### src/verilog/weight_loader_settings.svh
`ifndef WEIGHT_LOADER_SETTINGS_SVH
`define WEIGHT_LOADER_SETTINGS_SVH

// bits per weight word on both streams
`define WL_DATA_W 16

// one buffer per enable mask bit
`define WL_NUM_BUF 4

// entries per weight buffer
// the busiest buffer only takes 13 words per kernel
`define WL_BUF_DEPTH 16

// words per 5x5 kernel
// also the number of schedule positions
`define WL_SCHED_LEN 25

`endif

### src/verilog/sched_pkg.sv
`include "weight_loader_settings.svh"

package sched_pkg;

    // schedule position of the current weight word
    // counts 0 .. WL_SCHED_LEN-1 inside one kernel
    typedef logic [$clog2(`WL_SCHED_LEN)-1:0] sched_cnt_t;

    // one bit per weight buffer
    // bit n set means the word goes into buffer n
    typedef logic [`WL_NUM_BUF-1:0] buf_en_t;

endpackage

### src/verilog/stream_pkg.sv
`include "weight_loader_settings.svh"

package stream_pkg;

    // one weight word as it arrives on the load stream
    typedef logic [`WL_DATA_W-1:0] weight_word_t;

    // buffer number carried with each drained word
    typedef logic [$clog2(`WL_NUM_BUF)-1:0] buf_id_t;

    // entry position inside one buffer
    typedef logic [$clog2(`WL_BUF_DEPTH)-1:0] buf_idx_t;

    // one record on the drain stream
    // tagged so the consumer knows where the word sat
    typedef struct packed {
        buf_id_t      buf_id;
        buf_idx_t     idx;
        weight_word_t data;
    } drain_rec_t;

endpackage

### src/verilog/weight_en_decoder.sv
`timescale 1ns/1ps

`include "weight_loader_settings.svh"

module weight_en_decoder (
    input  sched_pkg::sched_cnt_t sched_cnt,
    output sched_pkg::buf_en_t    buf_en
);

    // true and complemented count bits
    logic [4:0] c;
    logic [4:0] cn;

    // product terms, one vector per mask bit
    logic [5:0] p3;
    logic [5:0] p2;
    logic [6:0] p1;
    logic [5:0] p0;

    assign c  = sched_cnt;
    assign cn = ~sched_cnt;

    // bit 3 covers counts 0 4 5 8-11 16 18-20 23 24
    assign p3[0] = c[4]  & cn[3] & c[2]  & cn[1] & cn[0];   // 20
    assign p3[1] = c[4]  & cn[3] & cn[2] & c[1]  & cn[0];   // 18
    assign p3[2] = c[4]  & cn[3] & c[1]  & c[0];            // 19 23
    assign p3[3] = cn[4] & cn[3] & c[2]  & cn[1];           // 4 5
    assign p3[4] = cn[2] & cn[1] & cn[0];                   // 0 8 16 24
    assign p3[5] = cn[4] & c[3]  & cn[2];                   // 8 .. 11

    // bit 2 covers counts 1 5 6 9 11-13 18 20
    assign p2[0] = cn[4] & c[3]  & cn[2] & c[1]  & c[0];    // 11
    assign p2[1] = cn[4] & cn[3] & c[2]  & c[1]  & cn[0];   // 6
    assign p2[2] = c[4]  & cn[3] & c[2]  & cn[1] & cn[0];   // 20
    assign p2[3] = c[4]  & cn[3] & cn[2] & c[1]  & cn[0];   // 18
    assign p2[4] = cn[4] & c[3]  & c[2]  & cn[1];           // 12 13
    assign p2[5] = cn[4] & cn[1] & c[0];                    // 1 5 9 13

    // bit 1 covers counts 2 6 7 11 13-16 21 22
    assign p1[0] = c[4]  & cn[3] & cn[2] & cn[1] & cn[0];   // 16
    assign p1[1] = cn[4] & c[3]  & c[2]  & c[0];            // 13 15
    assign p1[2] = c[4]  & cn[3] & c[2]  & cn[1] & c[0];    // 21
    assign p1[3] = cn[4] & c[3]  & cn[2] & c[1]  & c[0];    // 11
    assign p1[4] = cn[3] & c[2]  & c[1]  & cn[0];           // 6 22
    assign p1[5] = cn[4] & cn[3] & c[1]  & cn[0];           // 2 6
    assign p1[6] = cn[4] & c[2]  & c[1];                    // 6 7 14 15

    // bit 0 covers counts 3 8 9 15-18 22 23
    assign p0[0] = cn[4] & c[3]  & c[2]  & c[1]  & c[0];    // 15
    assign p0[1] = cn[4] & cn[3] & cn[2] & c[1]  & c[0];    // 3
    assign p0[2] = c[4]  & cn[3] & cn[2] & c[1]  & cn[0];   // 18
    assign p0[3] = cn[4] & c[3]  & cn[2] & cn[1];           // 8 9
    assign p0[4] = c[4]  & cn[3] & cn[2] & cn[1];           // 16 17
    assign p0[5] = c[4]  & cn[3] & c[2]  & c[1];            // 22 23

    // sum of products per mask bit
    // counts 25 and up hit no term and give an empty mask
    assign buf_en[3] = |p3;
    assign buf_en[2] = |p2;
    assign buf_en[1] = |p1;
    assign buf_en[0] = |p0;

    // every schedule position must land in at least one buffer
    always_comb begin
        if (int'(sched_cnt) < `WL_SCHED_LEN) begin
            assert (buf_en != '0);
        end
    end

endmodule

### src/verilog/sched_counter.sv
`timescale 1ns/1ps

`include "weight_loader_settings.svh"

module sched_counter (
    input  logic                  clk,
    input  logic                  reset,
    input  logic                  clear,
    input  logic                  cnt_step,
    output sched_pkg::sched_cnt_t sched_cnt,
    output logic                  cnt_last
);

    // final schedule position of a kernel
    localparam sched_pkg::sched_cnt_t LAST_POS =
        sched_pkg::sched_cnt_t'(`WL_SCHED_LEN - 1);

    // position steps once per accepted word
    // wraps to 0 after the last word of the kernel
    always_ff @(posedge clk) begin
        if (reset || clear) begin
            sched_cnt <= '0;
        end else if (cnt_step) begin
            if (cnt_last) begin
                sched_cnt <= '0;
            end else begin
                sched_cnt <= sched_cnt + 1'b1;
            end
        end
    end

    // marks the 25th word of the kernel
    assign cnt_last = (sched_cnt == LAST_POS);

    // position stays inside the schedule table
    assert property (@(posedge clk) disable iff (reset)
        sched_cnt <= LAST_POS);

endmodule

### src/verilog/load_ctrl_fsm.sv
`timescale 1ns/1ps

module load_ctrl_fsm (
    input  logic clk,
    input  logic reset,
    input  logic in_valid,
    output logic in_ready,
    input  logic out_ready,
    output logic out_valid,
    input  logic cnt_last,
    input  logic drain_last,
    output logic cnt_step,
    output logic wr_fire,
    output logic rd_fire,
    output logic clear
);

    // LOAD takes words, DRAIN hands out records
    typedef enum logic {
        LOAD  = 1'b0,
        DRAIN = 1'b1
    } state_t;

    state_t state;
    state_t state_nxt;

    // handshakes on both streams
    logic in_accept;
    logic out_accept;

    assign in_accept  = in_valid & in_ready;
    assign out_accept = out_valid & out_ready;

    // next state
    always_comb begin
        state_nxt = state;
        case (state)
            LOAD: begin
                // 25th word closes the kernel
                if (in_accept && cnt_last) begin
                    state_nxt = DRAIN;
                end
            end
            DRAIN: begin
                // last record leaves, back to loading
                if (out_accept && drain_last) begin
                    state_nxt = LOAD;
                end
            end
            default: begin
                state_nxt = LOAD;
            end
        endcase
    end

    // state and stream flags are registered together
    // flags stay low through reset and follow the state after it
    always_ff @(posedge clk) begin
        if (reset) begin
            state     <= LOAD;
            in_ready  <= 1'b0;
            out_valid <= 1'b0;
        end else begin
            state     <= state_nxt;
            in_ready  <= (state_nxt == LOAD);
            out_valid <= (state_nxt == DRAIN);
        end
    end

    // in_ready is only high in LOAD, out_valid only in DRAIN
    // so the accepts are already qualified by the state
    assign wr_fire  = in_accept;
    assign cnt_step = in_accept;
    assign rd_fire  = out_accept;

    // empties counter and buffers on the same edge that returns to LOAD
    assign clear = out_accept & drain_last;

    // the two streams never run at once
    assert property (@(posedge clk) disable iff (reset)
        !(in_ready && out_valid));

    // closing word of a kernel hands over to the drain on the next cycle
    assert property (@(posedge clk) disable iff (reset)
        (in_accept && cnt_last) |=> (!in_ready && out_valid));

endmodule

### src/verilog/weight_buffer_bank.sv
`timescale 1ns/1ps

`include "weight_loader_settings.svh"

module weight_buffer_bank (
    input  logic                     clk,
    input  logic                     reset,
    input  logic                     clear,
    input  logic                     wr_fire,
    input  sched_pkg::buf_en_t       buf_en,
    input  stream_pkg::weight_word_t in_data,
    input  logic                     rd_fire,
    output stream_pkg::drain_rec_t   out_rec,
    output logic                     drain_last
);

    localparam int NUM_BUF = `WL_NUM_BUF;
    localparam int DEPTH   = `WL_BUF_DEPTH;

    // fill level needs one bit more than an index to reach DEPTH
    typedef logic [$clog2(DEPTH):0] fill_t;

    // weight storage, one row per buffer
    stream_pkg::weight_word_t mem [NUM_BUF][DEPTH];

    // write pointers double as fill levels
    fill_t wr_ptr [NUM_BUF];

    // drain position, buffer then entry
    stream_pkg::buf_id_t  rd_buf;
    stream_pkg::buf_idx_t rd_idx;

    // buffer the drain actually reads, rd_buf moved past empty buffers
    stream_pkg::buf_id_t cur_buf;

    // a nonempty buffer follows cur_buf
    logic later_nz;

    // current entry is the last one of cur_buf
    logic last_in_buf;

    // append to every enabled buffer
    always_ff @(posedge clk) begin
        for (int n = 0; n < NUM_BUF; n++) begin
            if (wr_fire && buf_en[n]) begin
                mem[n][wr_ptr[n][$clog2(DEPTH)-1:0]] <= in_data;
            end
        end
    end

    // skip empty buffers
    // descending scan leaves the lowest nonempty buffer at or after rd_buf
    always_comb begin
        cur_buf = rd_buf;
        for (int b = NUM_BUF - 1; b >= 0; b--) begin
            if (b >= int'(rd_buf) && wr_ptr[b] != '0) begin
                cur_buf = stream_pkg::buf_id_t'(b);
            end
        end
    end

    // look for work beyond the current buffer
    always_comb begin
        later_nz = 1'b0;
        for (int b = 0; b < NUM_BUF; b++) begin
            if (b > int'(cur_buf) && wr_ptr[b] != '0) begin
                later_nz = 1'b1;
            end
        end
    end

    assign last_in_buf = (fill_t'(rd_idx) + fill_t'(1)) == wr_ptr[cur_buf];
    assign drain_last  = last_in_buf & ~later_nz;

    // record is read straight from storage at the drain position
    always_comb begin
        out_rec.buf_id = cur_buf;
        out_rec.idx    = rd_idx;
        out_rec.data   = mem[cur_buf][rd_idx];
    end

    // pointer updates
    always_ff @(posedge clk) begin
        if (reset || clear) begin
            for (int n = 0; n < NUM_BUF; n++) begin
                wr_ptr[n] <= '0;
            end
            rd_buf <= '0;
            rd_idx <= '0;
        end else begin
            for (int n = 0; n < NUM_BUF; n++) begin
                if (wr_fire && buf_en[n]) begin
                    wr_ptr[n] <= wr_ptr[n] + 1'b1;
                end
            end
            if (rd_fire) begin
                if (last_in_buf) begin
                    // next buffer, may be empty, the scan skips it
                    rd_buf <= cur_buf + 1'b1;
                    rd_idx <= '0;
                end else begin
                    rd_buf <= cur_buf;
                    rd_idx <= rd_idx + 1'b1;
                end
            end
        end
    end

    // no write into a full buffer
    for (genvar n = 0; n < NUM_BUF; n++) begin : g_fill_chk
        assert property (@(posedge clk) disable iff (reset)
            (wr_fire && buf_en[n]) |-> (wr_ptr[n] < fill_t'(DEPTH)));
    end

    // buffers fill only while nothing is being drained
    assert property (@(posedge clk) disable iff (reset)
        !(wr_fire && rd_fire));

endmodule

### src/verilog/weight_loader_top.sv
`timescale 1ns/1ps

module weight_loader_top (
    input  logic                     clk,
    input  logic                     reset,
    input  logic                     in_valid,
    output logic                     in_ready,
    input  stream_pkg::weight_word_t in_data,
    output logic                     out_valid,
    input  logic                     out_ready,
    output stream_pkg::drain_rec_t   out_rec
);

    // schedule position and its enable mask
    sched_pkg::sched_cnt_t sched_cnt;
    sched_pkg::buf_en_t    buf_en;

    // controller strobes
    logic cnt_step;
    logic cnt_last;
    logic wr_fire;
    logic rd_fire;
    logic drain_last;
    logic clear;

    // both handshakes, load and drain sequencing
    load_ctrl_fsm u_ctrl (
        .clk        (clk),
        .reset      (reset),
        .in_valid   (in_valid),
        .in_ready   (in_ready),
        .out_ready  (out_ready),
        .out_valid  (out_valid),
        .cnt_last   (cnt_last),
        .drain_last (drain_last),
        .cnt_step   (cnt_step),
        .wr_fire    (wr_fire),
        .rd_fire    (rd_fire),
        .clear      (clear)
    );

    // word number inside the kernel
    sched_counter u_cnt (
        .clk       (clk),
        .reset     (reset),
        .clear     (clear),
        .cnt_step  (cnt_step),
        .sched_cnt (sched_cnt),
        .cnt_last  (cnt_last)
    );

    // fixed count to mask table
    weight_en_decoder u_dec (
        .sched_cnt (sched_cnt),
        .buf_en    (buf_en)
    );

    // storage and ordered read-out
    weight_buffer_bank u_bank (
        .clk        (clk),
        .reset      (reset),
        .clear      (clear),
        .wr_fire    (wr_fire),
        .buf_en     (buf_en),
        .in_data    (in_data),
        .rd_fire    (rd_fire),
        .out_rec    (out_rec),
        .drain_last (drain_last)
    );

endmodule

### config.mk
export PLATFORM = sky130hd
export DESIGN_NAME = weight_loader_top
export DESIGN_NICKNAME = d
export VERILOG_FILES = /design/src/verilog/sched_pkg.sv /design/src/verilog/stream_pkg.sv /design/src/verilog/weight_en_decoder.sv /design/src/verilog/sched_counter.sv /design/src/verilog/load_ctrl_fsm.sv /design/src/verilog/weight_buffer_bank.sv /design/src/verilog/weight_loader_top.sv
export VERILOG_INCLUDE_DIRS = /design/src /design/src/verilog
export SDC_FILE = /design/constraint.sdc
export NUM_CORES = 1
export LEC_CHECK = 0
export ABC_AREA = 1
export BUFFER_PORTS_ARGS = -buffer_cell sky130_fd_sc_hd__buf_2
export CORE_MARGIN = 2
export CORE_UTILIZATION = 29
export DETAILED_ROUTE_END_ITERATION = 10
export RECOVER_POWER = 100
export SKIP_LAST_GASP = 1
export SLEW_MARGIN = 10
export SYNTH_ARGS = -nofsm -noshare
export SYNTH_HDL_FRONTEND = slang
export SYNTH_SLANG_ARGS = --single-unit
### constraint.sdc
create_clock -name clk -period 7.6 [get_ports clk]
set_input_delay 0.76 -clock clk [delete_from_list [all_inputs] [get_ports clk]]
set_output_delay 0.76 -clock clk [all_outputs]
set_load 0.01 [all_outputs]
### After elaboration in Yosys (flattened, before gate mapping)

Memories as Yosys holds them, arrays and structs flattened.
Cells that the tools add are included.

* bits in registers: 13
* latch bits: 0
* bits in writable memories: 1044
* bits in read-only memories: 0
* output and inout bits: 24
* word-level logic and storage cells: 162
* memories: 2

Memory list
* u_bank.mem: words 4, width 256, read ports 1, clocked after Yosys merged registers in 0, write ports 4, RTL line weight_buffer_bank.sv:24 `stream_pkg::weight_word_t mem [NUM_BUF][DEPTH];`
* u_bank.wr_ptr: words 4, width 5, read ports 5, clocked after Yosys merged registers in 0, write ports 4, RTL line weight_buffer_bank.sv:27 `fill_t wr_ptr [NUM_BUF];`

* $add $sub $neg: 8
* $mul: 0
* div/mod/pow operators: 0
* order comparisons: 15
* equal/unequal tests: 2
* shift-type cells: 0
* mux-type cells: 46
* bitwise operators: 59
* reductions and logical operators: 25

Operator list (count)
* two-way mux 256 bit: 4
* demux 16 bit (select 4 bit): 4
* two-way mux 16 bit: 6
* binary-select mux 16 bit (select 4 bit): 1
* AND 1 bit: 46
* adder 5 x 1 -> 5 bit (second input constant): 5
* >= comparator 5 bit (second input constant): 5
* two-way mux 5 bit: 5
* NOT 4 -> 5 bit: 5
* < comparator 5 x 1 -> 1 bit (second input constant): 4
* nonzero test 5 bit: 4
* two-way mux 1 bit: 19
* OR reduction 6 bit: 3
* logical AND 1 bit: 16
* two-way mux 2 bit: 5
* OR reduction 7 bit: 1
* adder 4 x 1 -> 5 bit (second input constant): 1
* equality test 5 bit: 1
* equality test 5 bit (second input constant): 1
* NOT 5 bit: 1
* adder 4 x 1 -> 4 bit (second input constant): 1
* >= comparator 1 x 2 -> 1 bit (first input constant): 2
* > comparator 2 bit (first input constant): 2
* two-way mux 4 bit: 1
* other kinds (7): 12

### Logic depth before layout (Yosys ltp)

Gate-level depths: netlist of the first run.

* depth in word-level cells: 17
* depth in mapped cells: 22
* gate-level depth less buffers: 22

### Hierarchy

From an unflattened synthesis of the first run, not the netlist that was laid out.

* cell total of the unflattened synthesis: 3554
* area, all modules: 44441.4 um^2

By module, submodules not included
* weight_buffer_bank: instances 1, cells an instance 3444, area each 43825.8 um^2, sequential area each 31470.2 um^2
* sched_counter: instances 1, cells an instance 39, area each 262.8 um^2, sequential area each 100.1 um^2
* weight_en_decoder: instances 1, cells an instance 53, area each 236.5 um^2, sequential area each 0.0 um^2
* load_ctrl_fsm: instances 1, cells an instance 18, area each 116.4 um^2, sequential area each 40.0 um^2

### Worst setup path before layout of the first run

OpenSTA, ideal clock, no wires.

* path kind: reg2reg
* from: memory u_bank.wr_ptr[3][0] (netlist name)
* to: memory u_bank.wr_ptr[3][0] (netlist name) (enable)
* arrival: 2.739 ns
* required time: 7.287 ns
* slack: 4.548 ns
* cell stages (with the launch flop): 20
* path buffers: 4
* clock period less this slack: 3.052 ns
* cells stage by stage: edfxtp_1 inv_1 ha_1 inv_1 nor2_1 nand3_1 nand2_4 nand2_8 nand2_4 buf_6 buf_6 buf_2 buf_2 ha_1 nor2_1 a221oi_1 nand2_2 nand2_4 inv_4 nand2_1

RTL lines (RTL line)
* start, declared: weight_buffer_bank.sv:27

==> key figures, run 1 <==
CTS
  • Clock Sink Count: 1057
  • H-tree levels: 3
  • Clk root buf: clkbuf_16
  • Clock Latency Late Sink: 690 ps
  • Post_cts resized: 0
  • CTS tree: built
  • Setup Buffers After CTS: 0
  • Total CTS buffers: 107
  • Hold-fix buffers, CTS: 0
  • Clk slew on worst S/H paths: 60 ps
  • Clock Tree Buf Depth: 3

Detailed routing
  • Drt drc: 0
  • Via count: 28000
  • Starting DRT DRC Count: 3266
  • Drt via density: 5.06
  • Pre-Repair DR Iteration Count: 7
  • Final wirelength: 121000 um
  • Antenna viol nets, final: 0
  • Drt wl/cell: 21.9 um

Logic synthesis
  • Sequential area share after synthesis: 72.2%
  • Most frequent cells after synthesis: edfxtp_1 (1044), nand2_1 (621), nand3_1 (429)
  • Mean post-synth cell area: 12.8 um2
  • Synth top area share: 71.6%
  • Post-synthesis net count: 3452
  • Top-count cell post-synth: edfxtp_1
  • Post-Synth Simple-Gate Area: 15.0%
  • Flops & latches, synth: 1057
  • Top cells by area, synth: edfxtp_1 (72%), nand2_1 (5.3%), nand3_1 (4.9%)
  • Largest family of logic cells by synthesized area: simple AND/OR/NAND/NOR gates
  • Mapped cell area: 43800 um2
  • Area leader, netlist: edfxtp_1
  • Synth Area in XOR/XNOR: 0.360%
  • Gate Count Post-Synth: 3410
  • Number of synthesized flops with an enable pin: 1044
  • Top_reg_cell synth: edfxtp_1
  • Synth Area in Compound Gates: 8.33%
  • Mux cell area share after synthesis: 0%
  • Cell variety after synth: 45
  • Post-Synth Adder-Cell Area: 0.629%
  • Async set-or-reset flop fraction in the synthesized netlist: 0%
  • Yosys warnings: 0

Setup path
  • Crit start category: flop
  • Worst EP required: 6840 ps
  • Critical path endpoint category: output pin
  • Max stage delay on crit path: 2420 ps
  • WS Path Type: reg -> out
  • Arrival @ worst endpoint: 5550 ps
  • Critical-path top delay cell: clkbuf_2
  • Most used cell, CP: nand2_1
  • Crit-path max FO: 125
  • Worst-path cell chain: clkbuf_2, o211ai_1, nand3_1, nand2_1, nand2_1, clkbuf_1

STA
  • Setup_tns: 0 ps
  • Slew @ Worst Pin: 3580 ps
  • Final setup viols: 0
  • Hold Fails Final Rpt: 0
  • Max-Slew Margin vs Limit: -139%
  • Fin crit period: 6310 ps
  • Fin worst setup slack: 1290 ps
  • RSZ-0062 raised after global routing: no
  • Hold Slack: 282 ps
  • Peak Freq: 158 MHz
  • Final period utilization: 83.0%
  • Final slew viol count: 1408
  • Final Skew: 31.1 ps

Job
  • MaxCap Viol Count: 31

Min path
  • HP Class: in -> reg

Outcome
  • Status: finished with violations
  • Failing checks: capacitance limit, slew limit

Place
  • Pre-CTS WS: 2360 ps
  • Port Buffers: 43
  • Dpl cell area: 46300 um2
  • DP Cell Count: 5331
  • HPWL after detailed placement: 64800 um
  • Final Wtd Congestion: 0.853

Final layout
  • Fillers: 14700
  • Fraction of layout cells with a size suffix above 1: 7.04%
  • Non-filler instance count after layout: 5527
  • Footprint of the multi-input gates: 10700 um2
  • Util after Layout: 32.9%
  • Area Growth Syn to Fin: 12.6%
  • Register Area: 31600 um2
  • Diodes inserted: 0
  • Fin area: 49300 um2
  • # nets final: 3466

Floorplanning
  • Die Wd: 392 um
  • Ports: 44
  • Row Count: 142
  • DIE HEIGHT: 392 um
  • Core ar.: 150000 um2
  • Starting Density: 29.2%
  • Die Area: 154000 um2

Global routing
  • Congestion Overflow GR: 0
  • Vias in the first global route: 26200
  • First-pass GRT wire length: 178000 um
  • Pin count of the biggest net entering global routing: 199
  • Total track usage: 15.4%
  • Initial antenna violation count: 2

Power
  • Tot Pwr: 12.0 mW
  • Max IR drop VDD: 0.176 mV
  • Power Density: 244 nW/um2
  • Leak Pwr: 15.3 nW
==> layout make-up <==
cell class / count / share of cell area, %
timing repair buffer: 137 / 1.45
tap: 2016 / 5.12
inverter: 92 / 0.729
clock inverter: 63 / 1.23
multi-input combinational: 2029 / 21.7
clock buffer: 133 / 5.67
sequential: 1057 / 64.1
==> final timing paths <==
check,slack (ps),cells past startpoint,endpoint,start
max,1290,6,out_rec[9],u_bank.rd_idx[0]
min,280,2,u_ctrl.in_ready,reset
max reg2reg,1340,11,u_bank.wr_ptr[0][4],u_bank.rd_idx[0]
min reg2reg,500,2,u_ctrl.out_valid,u_ctrl.out_valid
==> routing by layer <==
layer / vias up / part of all wire (%) / GRT usage (%)
met3: 151 / 8.0 / 2.66
met5: - / 0.011 / 0
met2: 1142 / 45 / 23.7
met1: 14100 / 44 / 22.3
li1: 12600 / - / -
met4: 2 / 2.3 / 3.97
==> registers in the layout, summed over array words and instances (netlist names) <==
register,count
u_ctrl.in_ready,1
u_bank.wr_ptr,20
u_bank.rd_idx,4
u_bank.rd_buf,2
u_cnt.sched_cnt,5
u_ctrl.out_valid,1
u_bank.mem,1024
==> power by group <==
group	switching (mW)	internal [mW]
Clock	2.21	2.95
Combinational	0.313	0.0926
Sequential	0.0147	6.44
==> cell usage in the layout, fill, tap and decap left out, types with 42 or more instances in the layout <==
cell and n:
nand2_1 628, inv_1 84, nand3_1 430, or2_1 158, o21ai_0 50, a21oi_1 42, clkbuf_1 117, o22ai_1 146
nor2_1 161, edfxtp_1 1044, o211ai_1 227, clkbuf_16 108
==> cell families after synthesis <==
group                      Yosys count
and+or+nand+nor                   1444
DFF                               1057
AOI/OAI and AO/OA                  545
buffers and inverters              324
adders and majority gates           22
xor gates and xnor gates            18
==> critical path: cells and delay by family (launching register included) <==
| family | cells | cell delay (ps) |
|---|---|---|
| AO/OA/AOI/OAI | 1 | 670 |
| AND/OR/NAND/NOR | 3 | 610 |
| flip-flops | 1 | 750 |
| buffers and inverters | 2 | 2600 |
Power figures use the tool's default switching activity.
==> run 2: changes to the inputs <==
==> constraint.sdc (replaced) <==
create_clock -name clk -period 5.7 [get_ports clk]
set_input_delay 0.57 -clock clk [delete_from_list [all_inputs] [get_ports clk]]
set_output_delay 0.57 -clock clk [all_outputs]
set_load 0.01 [all_outputs]
==> run 2 against run 1 <==
The flow still finishes with violations (capacitance limit, slew limit). Clock power rose by 37%. Via count shrank 1.1%. Final cell count about the same. Sequential power is 33% higher. Total power is 35% higher. Count of clock-buffer cells in the layout down 1.
==> key figures, run 2 (synthesis gave the netlist of run 1 again) <==
Detailed routing
  • Drt wl/cell: 21.8 um (was 21.9 um)
  • M1 WL: 52200 um (was 53600 um)
  • Met2 wire len: 56100 um (was 54900 um)
  • DR top layer: met5 (unchanged)
  • DR WL met3: 9130 um (was 9660 um)
  • Antenna viol nets, final: 0 (unchanged)
  • Drt drc: 0 (unchanged)
  • Starting DRT DRC Count: 3282 (was 3266)
  • Drt via density: 5.00 (was 5.06)
  • Via count: 27700 (was 28000)
  • Final wirelength: 120000 um (was 121000 um)
  • Pre-Repair DR Iteration Count: 6 (was 7)

STA
  • Fin crit period: 5260 ps
  • Setup_tns: 0 ps (unchanged)
  • Max-Slew Margin vs Limit: -166% (was -139%)
  • Hold Fails Final Rpt: 0 (unchanged)
  • Final Skew: 33.3 ps (was 31.1 ps)
  • RSZ-0062 raised after global routing: no (unchanged)
  • Final period utilization: 92.2%
  • Peak Freq: 190 MHz
  • Final setup viols: 0 (unchanged)
  • Final slew viol count: 1346 (was 1408)
  • Slew @ Worst Pin: 3990 ps (was 3580 ps)
  • Fin worst setup slack: 444 ps (was 1290 ps)
  • Hold Slack: 78.9 ps (was 282 ps)

Global routing
  • Initial antenna violation count: 2 (unchanged)
  • Vias in the first global route: 26200 (about the same)
  • Total track usage: 15.3% (was 15.4%)
  • Congestion Overflow GR: 0 (unchanged)
  • First-pass GRT wire length: 177000 um (was 178000 um)
  • Pin count of the biggest net entering global routing: 139 (was 199)

Outcome
  • Failing checks: capacitance limit, slew limit (unchanged)
  • Status: finished with violations (unchanged)

Place
  • Final Wtd Congestion: 0.865 (was 0.853)
  • HPWL after detailed placement: 64800 um (about the same)
  • Pre-CTS WS: 1160 ps (was 2360 ps)
  • Port Buffers: 43 (unchanged)

CTS
  • Clock Sink Count: 1057 (unchanged)
  • H-tree levels: 3 (unchanged)
  • Setup Buffers After CTS: 0 (unchanged)
  • Total CTS buffers: 108 (was 107)
  • CTS tree: built (unchanged)
  • Clk root buf: clkbuf_16 (unchanged)
  • Clk slew on worst S/H paths: 60 ps (about the same)
  • Hold-fix buffers, CTS: 0 (unchanged)
  • Post_cts resized: 0 (unchanged)
  • Clock Latency Late Sink: 710 ps (was 690 ps)
  • Clock Tree Buf Depth: 3 (unchanged)

Floorplanning
  • Ports: 44 (unchanged)
  • Core ar.: 150000 um2 (unchanged)
  • Row Count: 142 (unchanged)
  • Starting Density: 29.2% (unchanged)
  • DIE HEIGHT: 392 um (unchanged)
  • Die Wd: 392 um (unchanged)
  • Die Area: 154000 um2 (unchanged)

Final layout
  • Commonest non-fill, non-tap cell in the layout: edfxtp_1 (unchanged)
  • Commonest non-fill, non-tap cells in the layout: edfxtp_1 (1044), nand2_1 (628), nand3_1 (431), o211ai_1 (227), nor2_1 (166) (was edfxtp_1 (1044), nand2_1 (628), nand3_1 (430), o211ai_1 (227), nor2_1 (161))
  • Area Growth Syn to Fin: 13.0% (was 12.6%)
  • Diodes inserted: 0 (unchanged)
  • Fraction of layout cells with a size suffix above 1: 7.24% (was 7.04%)
  • # nets final: 3462 (was 3466)
  • Max FFs per register: 1024 (unchanged)

Power
  • Tot Pwr: 16.2 mW (was 12.0 mW)
  • Switching share of power: 21.2% (was 21.1%)
  • Max IR drop VDD: 0.292 mV (was 0.176 mV)
  • Sequential Power Share: 53.1% (was 53.7%)
  • Psw: 3.44 mW (was 2.53 mW)
  • Leak Pwr: 15.5 nW (was 15.3 nW)
  • Cell internal pwr: 12.8 mW (was 9.48 mW)
  • Power Density: 328 nW/um2 (was 244 nW/um2)
  • Combinational power share: 3.4% (about the same)
  • Clock network power share: 43.5% (was 42.9%)

Setup path
  • Worst-path cell chain: inv_1, ha_1, nand2_1, o21ai_4, a21boi_2, buf_12, buf_12, nand2_1, nand3_1, nand3_1, nand3_1, nand2_1, nor2_1, nand2_1, nand2_1, buf_2 (was clkbuf_2, o211ai_1, nand3_1, nand2_1, nand2_1, clkbuf_1)
  • Critical path endpoint category: output pin (unchanged)
  • CP Buf/Inv Count: 4 (was 2)
  • Critical path's top delay family: simple AND/OR/NAND/NOR gates (was buffers and inverters)
  • WS Path Type: reg -> out (unchanged)
  • Max stage delay on crit path: 480 ps (was 2420 ps)
  • Critical-path top delay cell: edfxtp_1 (was clkbuf_2)
  • Crit start category: flop (unchanged)
  • Worst EP required: 5130 ps (was 6840 ps)
  • Most used cell, CP: nand2_1 (unchanged)
  • Crit-path max FO: 89 (was 125)
  • Arrival @ worst endpoint: 4690 ps (was 5550 ps)

Job
  • MaxCap Viol Count: 34 (was 31)

Min path
  • HP Class: in -> reg (unchanged)
## run 2: cell types whose count changed in the layout (fill, tap and decap cells not counted), sizes merged
cell	change
clkbuf	-15
buf	+9
clkinvlp	-3
clkinv	+6
bufinv	+2
## run 2: layer usage
metal	up-vias	track usage [%]
li1	12600	-
met1	13900	21.5
met2	1062	24.1
met3	149	2.63
met4	4	4.35
met5	-	0
## run 2: worst paths after layout
path / startpoint / to / slack [ps] / cells after the start
hold reg to reg: u_ctrl.out_valid / u_ctrl.out_valid / 490 / 2
setup reg to reg: u_bank.wr_ptr[0][0] / u_bank.wr_ptr[1][3] / 1060 / 17
setup / recovery: u_bank.wr_ptr[0][0] / out_rec[14] / 440 / 16
hold / removal: reset / u_ctrl.in_ready / 80 / 2
## run 2: cell type report
class                      instances  area (um2)
inverter                          92         360
clock inverter                    68         699
tap                             2016        2520
sequential                      1057       31600
fill                           14700      100000
clock buffer                     132        2810
timing repair buffer             132         821
multi-input combinational       2029       10600
## run 2: power groups by stage
| stage | sequential, mW | combinational (mW) | clock (mW) |
|---|---|---|---|
| floorplan | 8.74 | 0.304 | 0 |
| global placement | 8.75 | 0.554 | 0 |
| detailed placement | 8.75 | 0.563 | 0 |
| CTS | 8.59 | 0.565 | 7.15 |
| global route | 8.61 | 0.603 | 7.46 |
| finish | 8.61 | 0.550 | 7.05 |
## run 2: stage by stage
step	util, %	instances	area (um2)
final	33.0	5526	49500
after detailed placement	30.9	5326	46300
after global placement	30.9	5326	46300
after floorplan	-	3410	43800
after CTS	33.3	5526	49800
after global routing	33.0	5526	49500
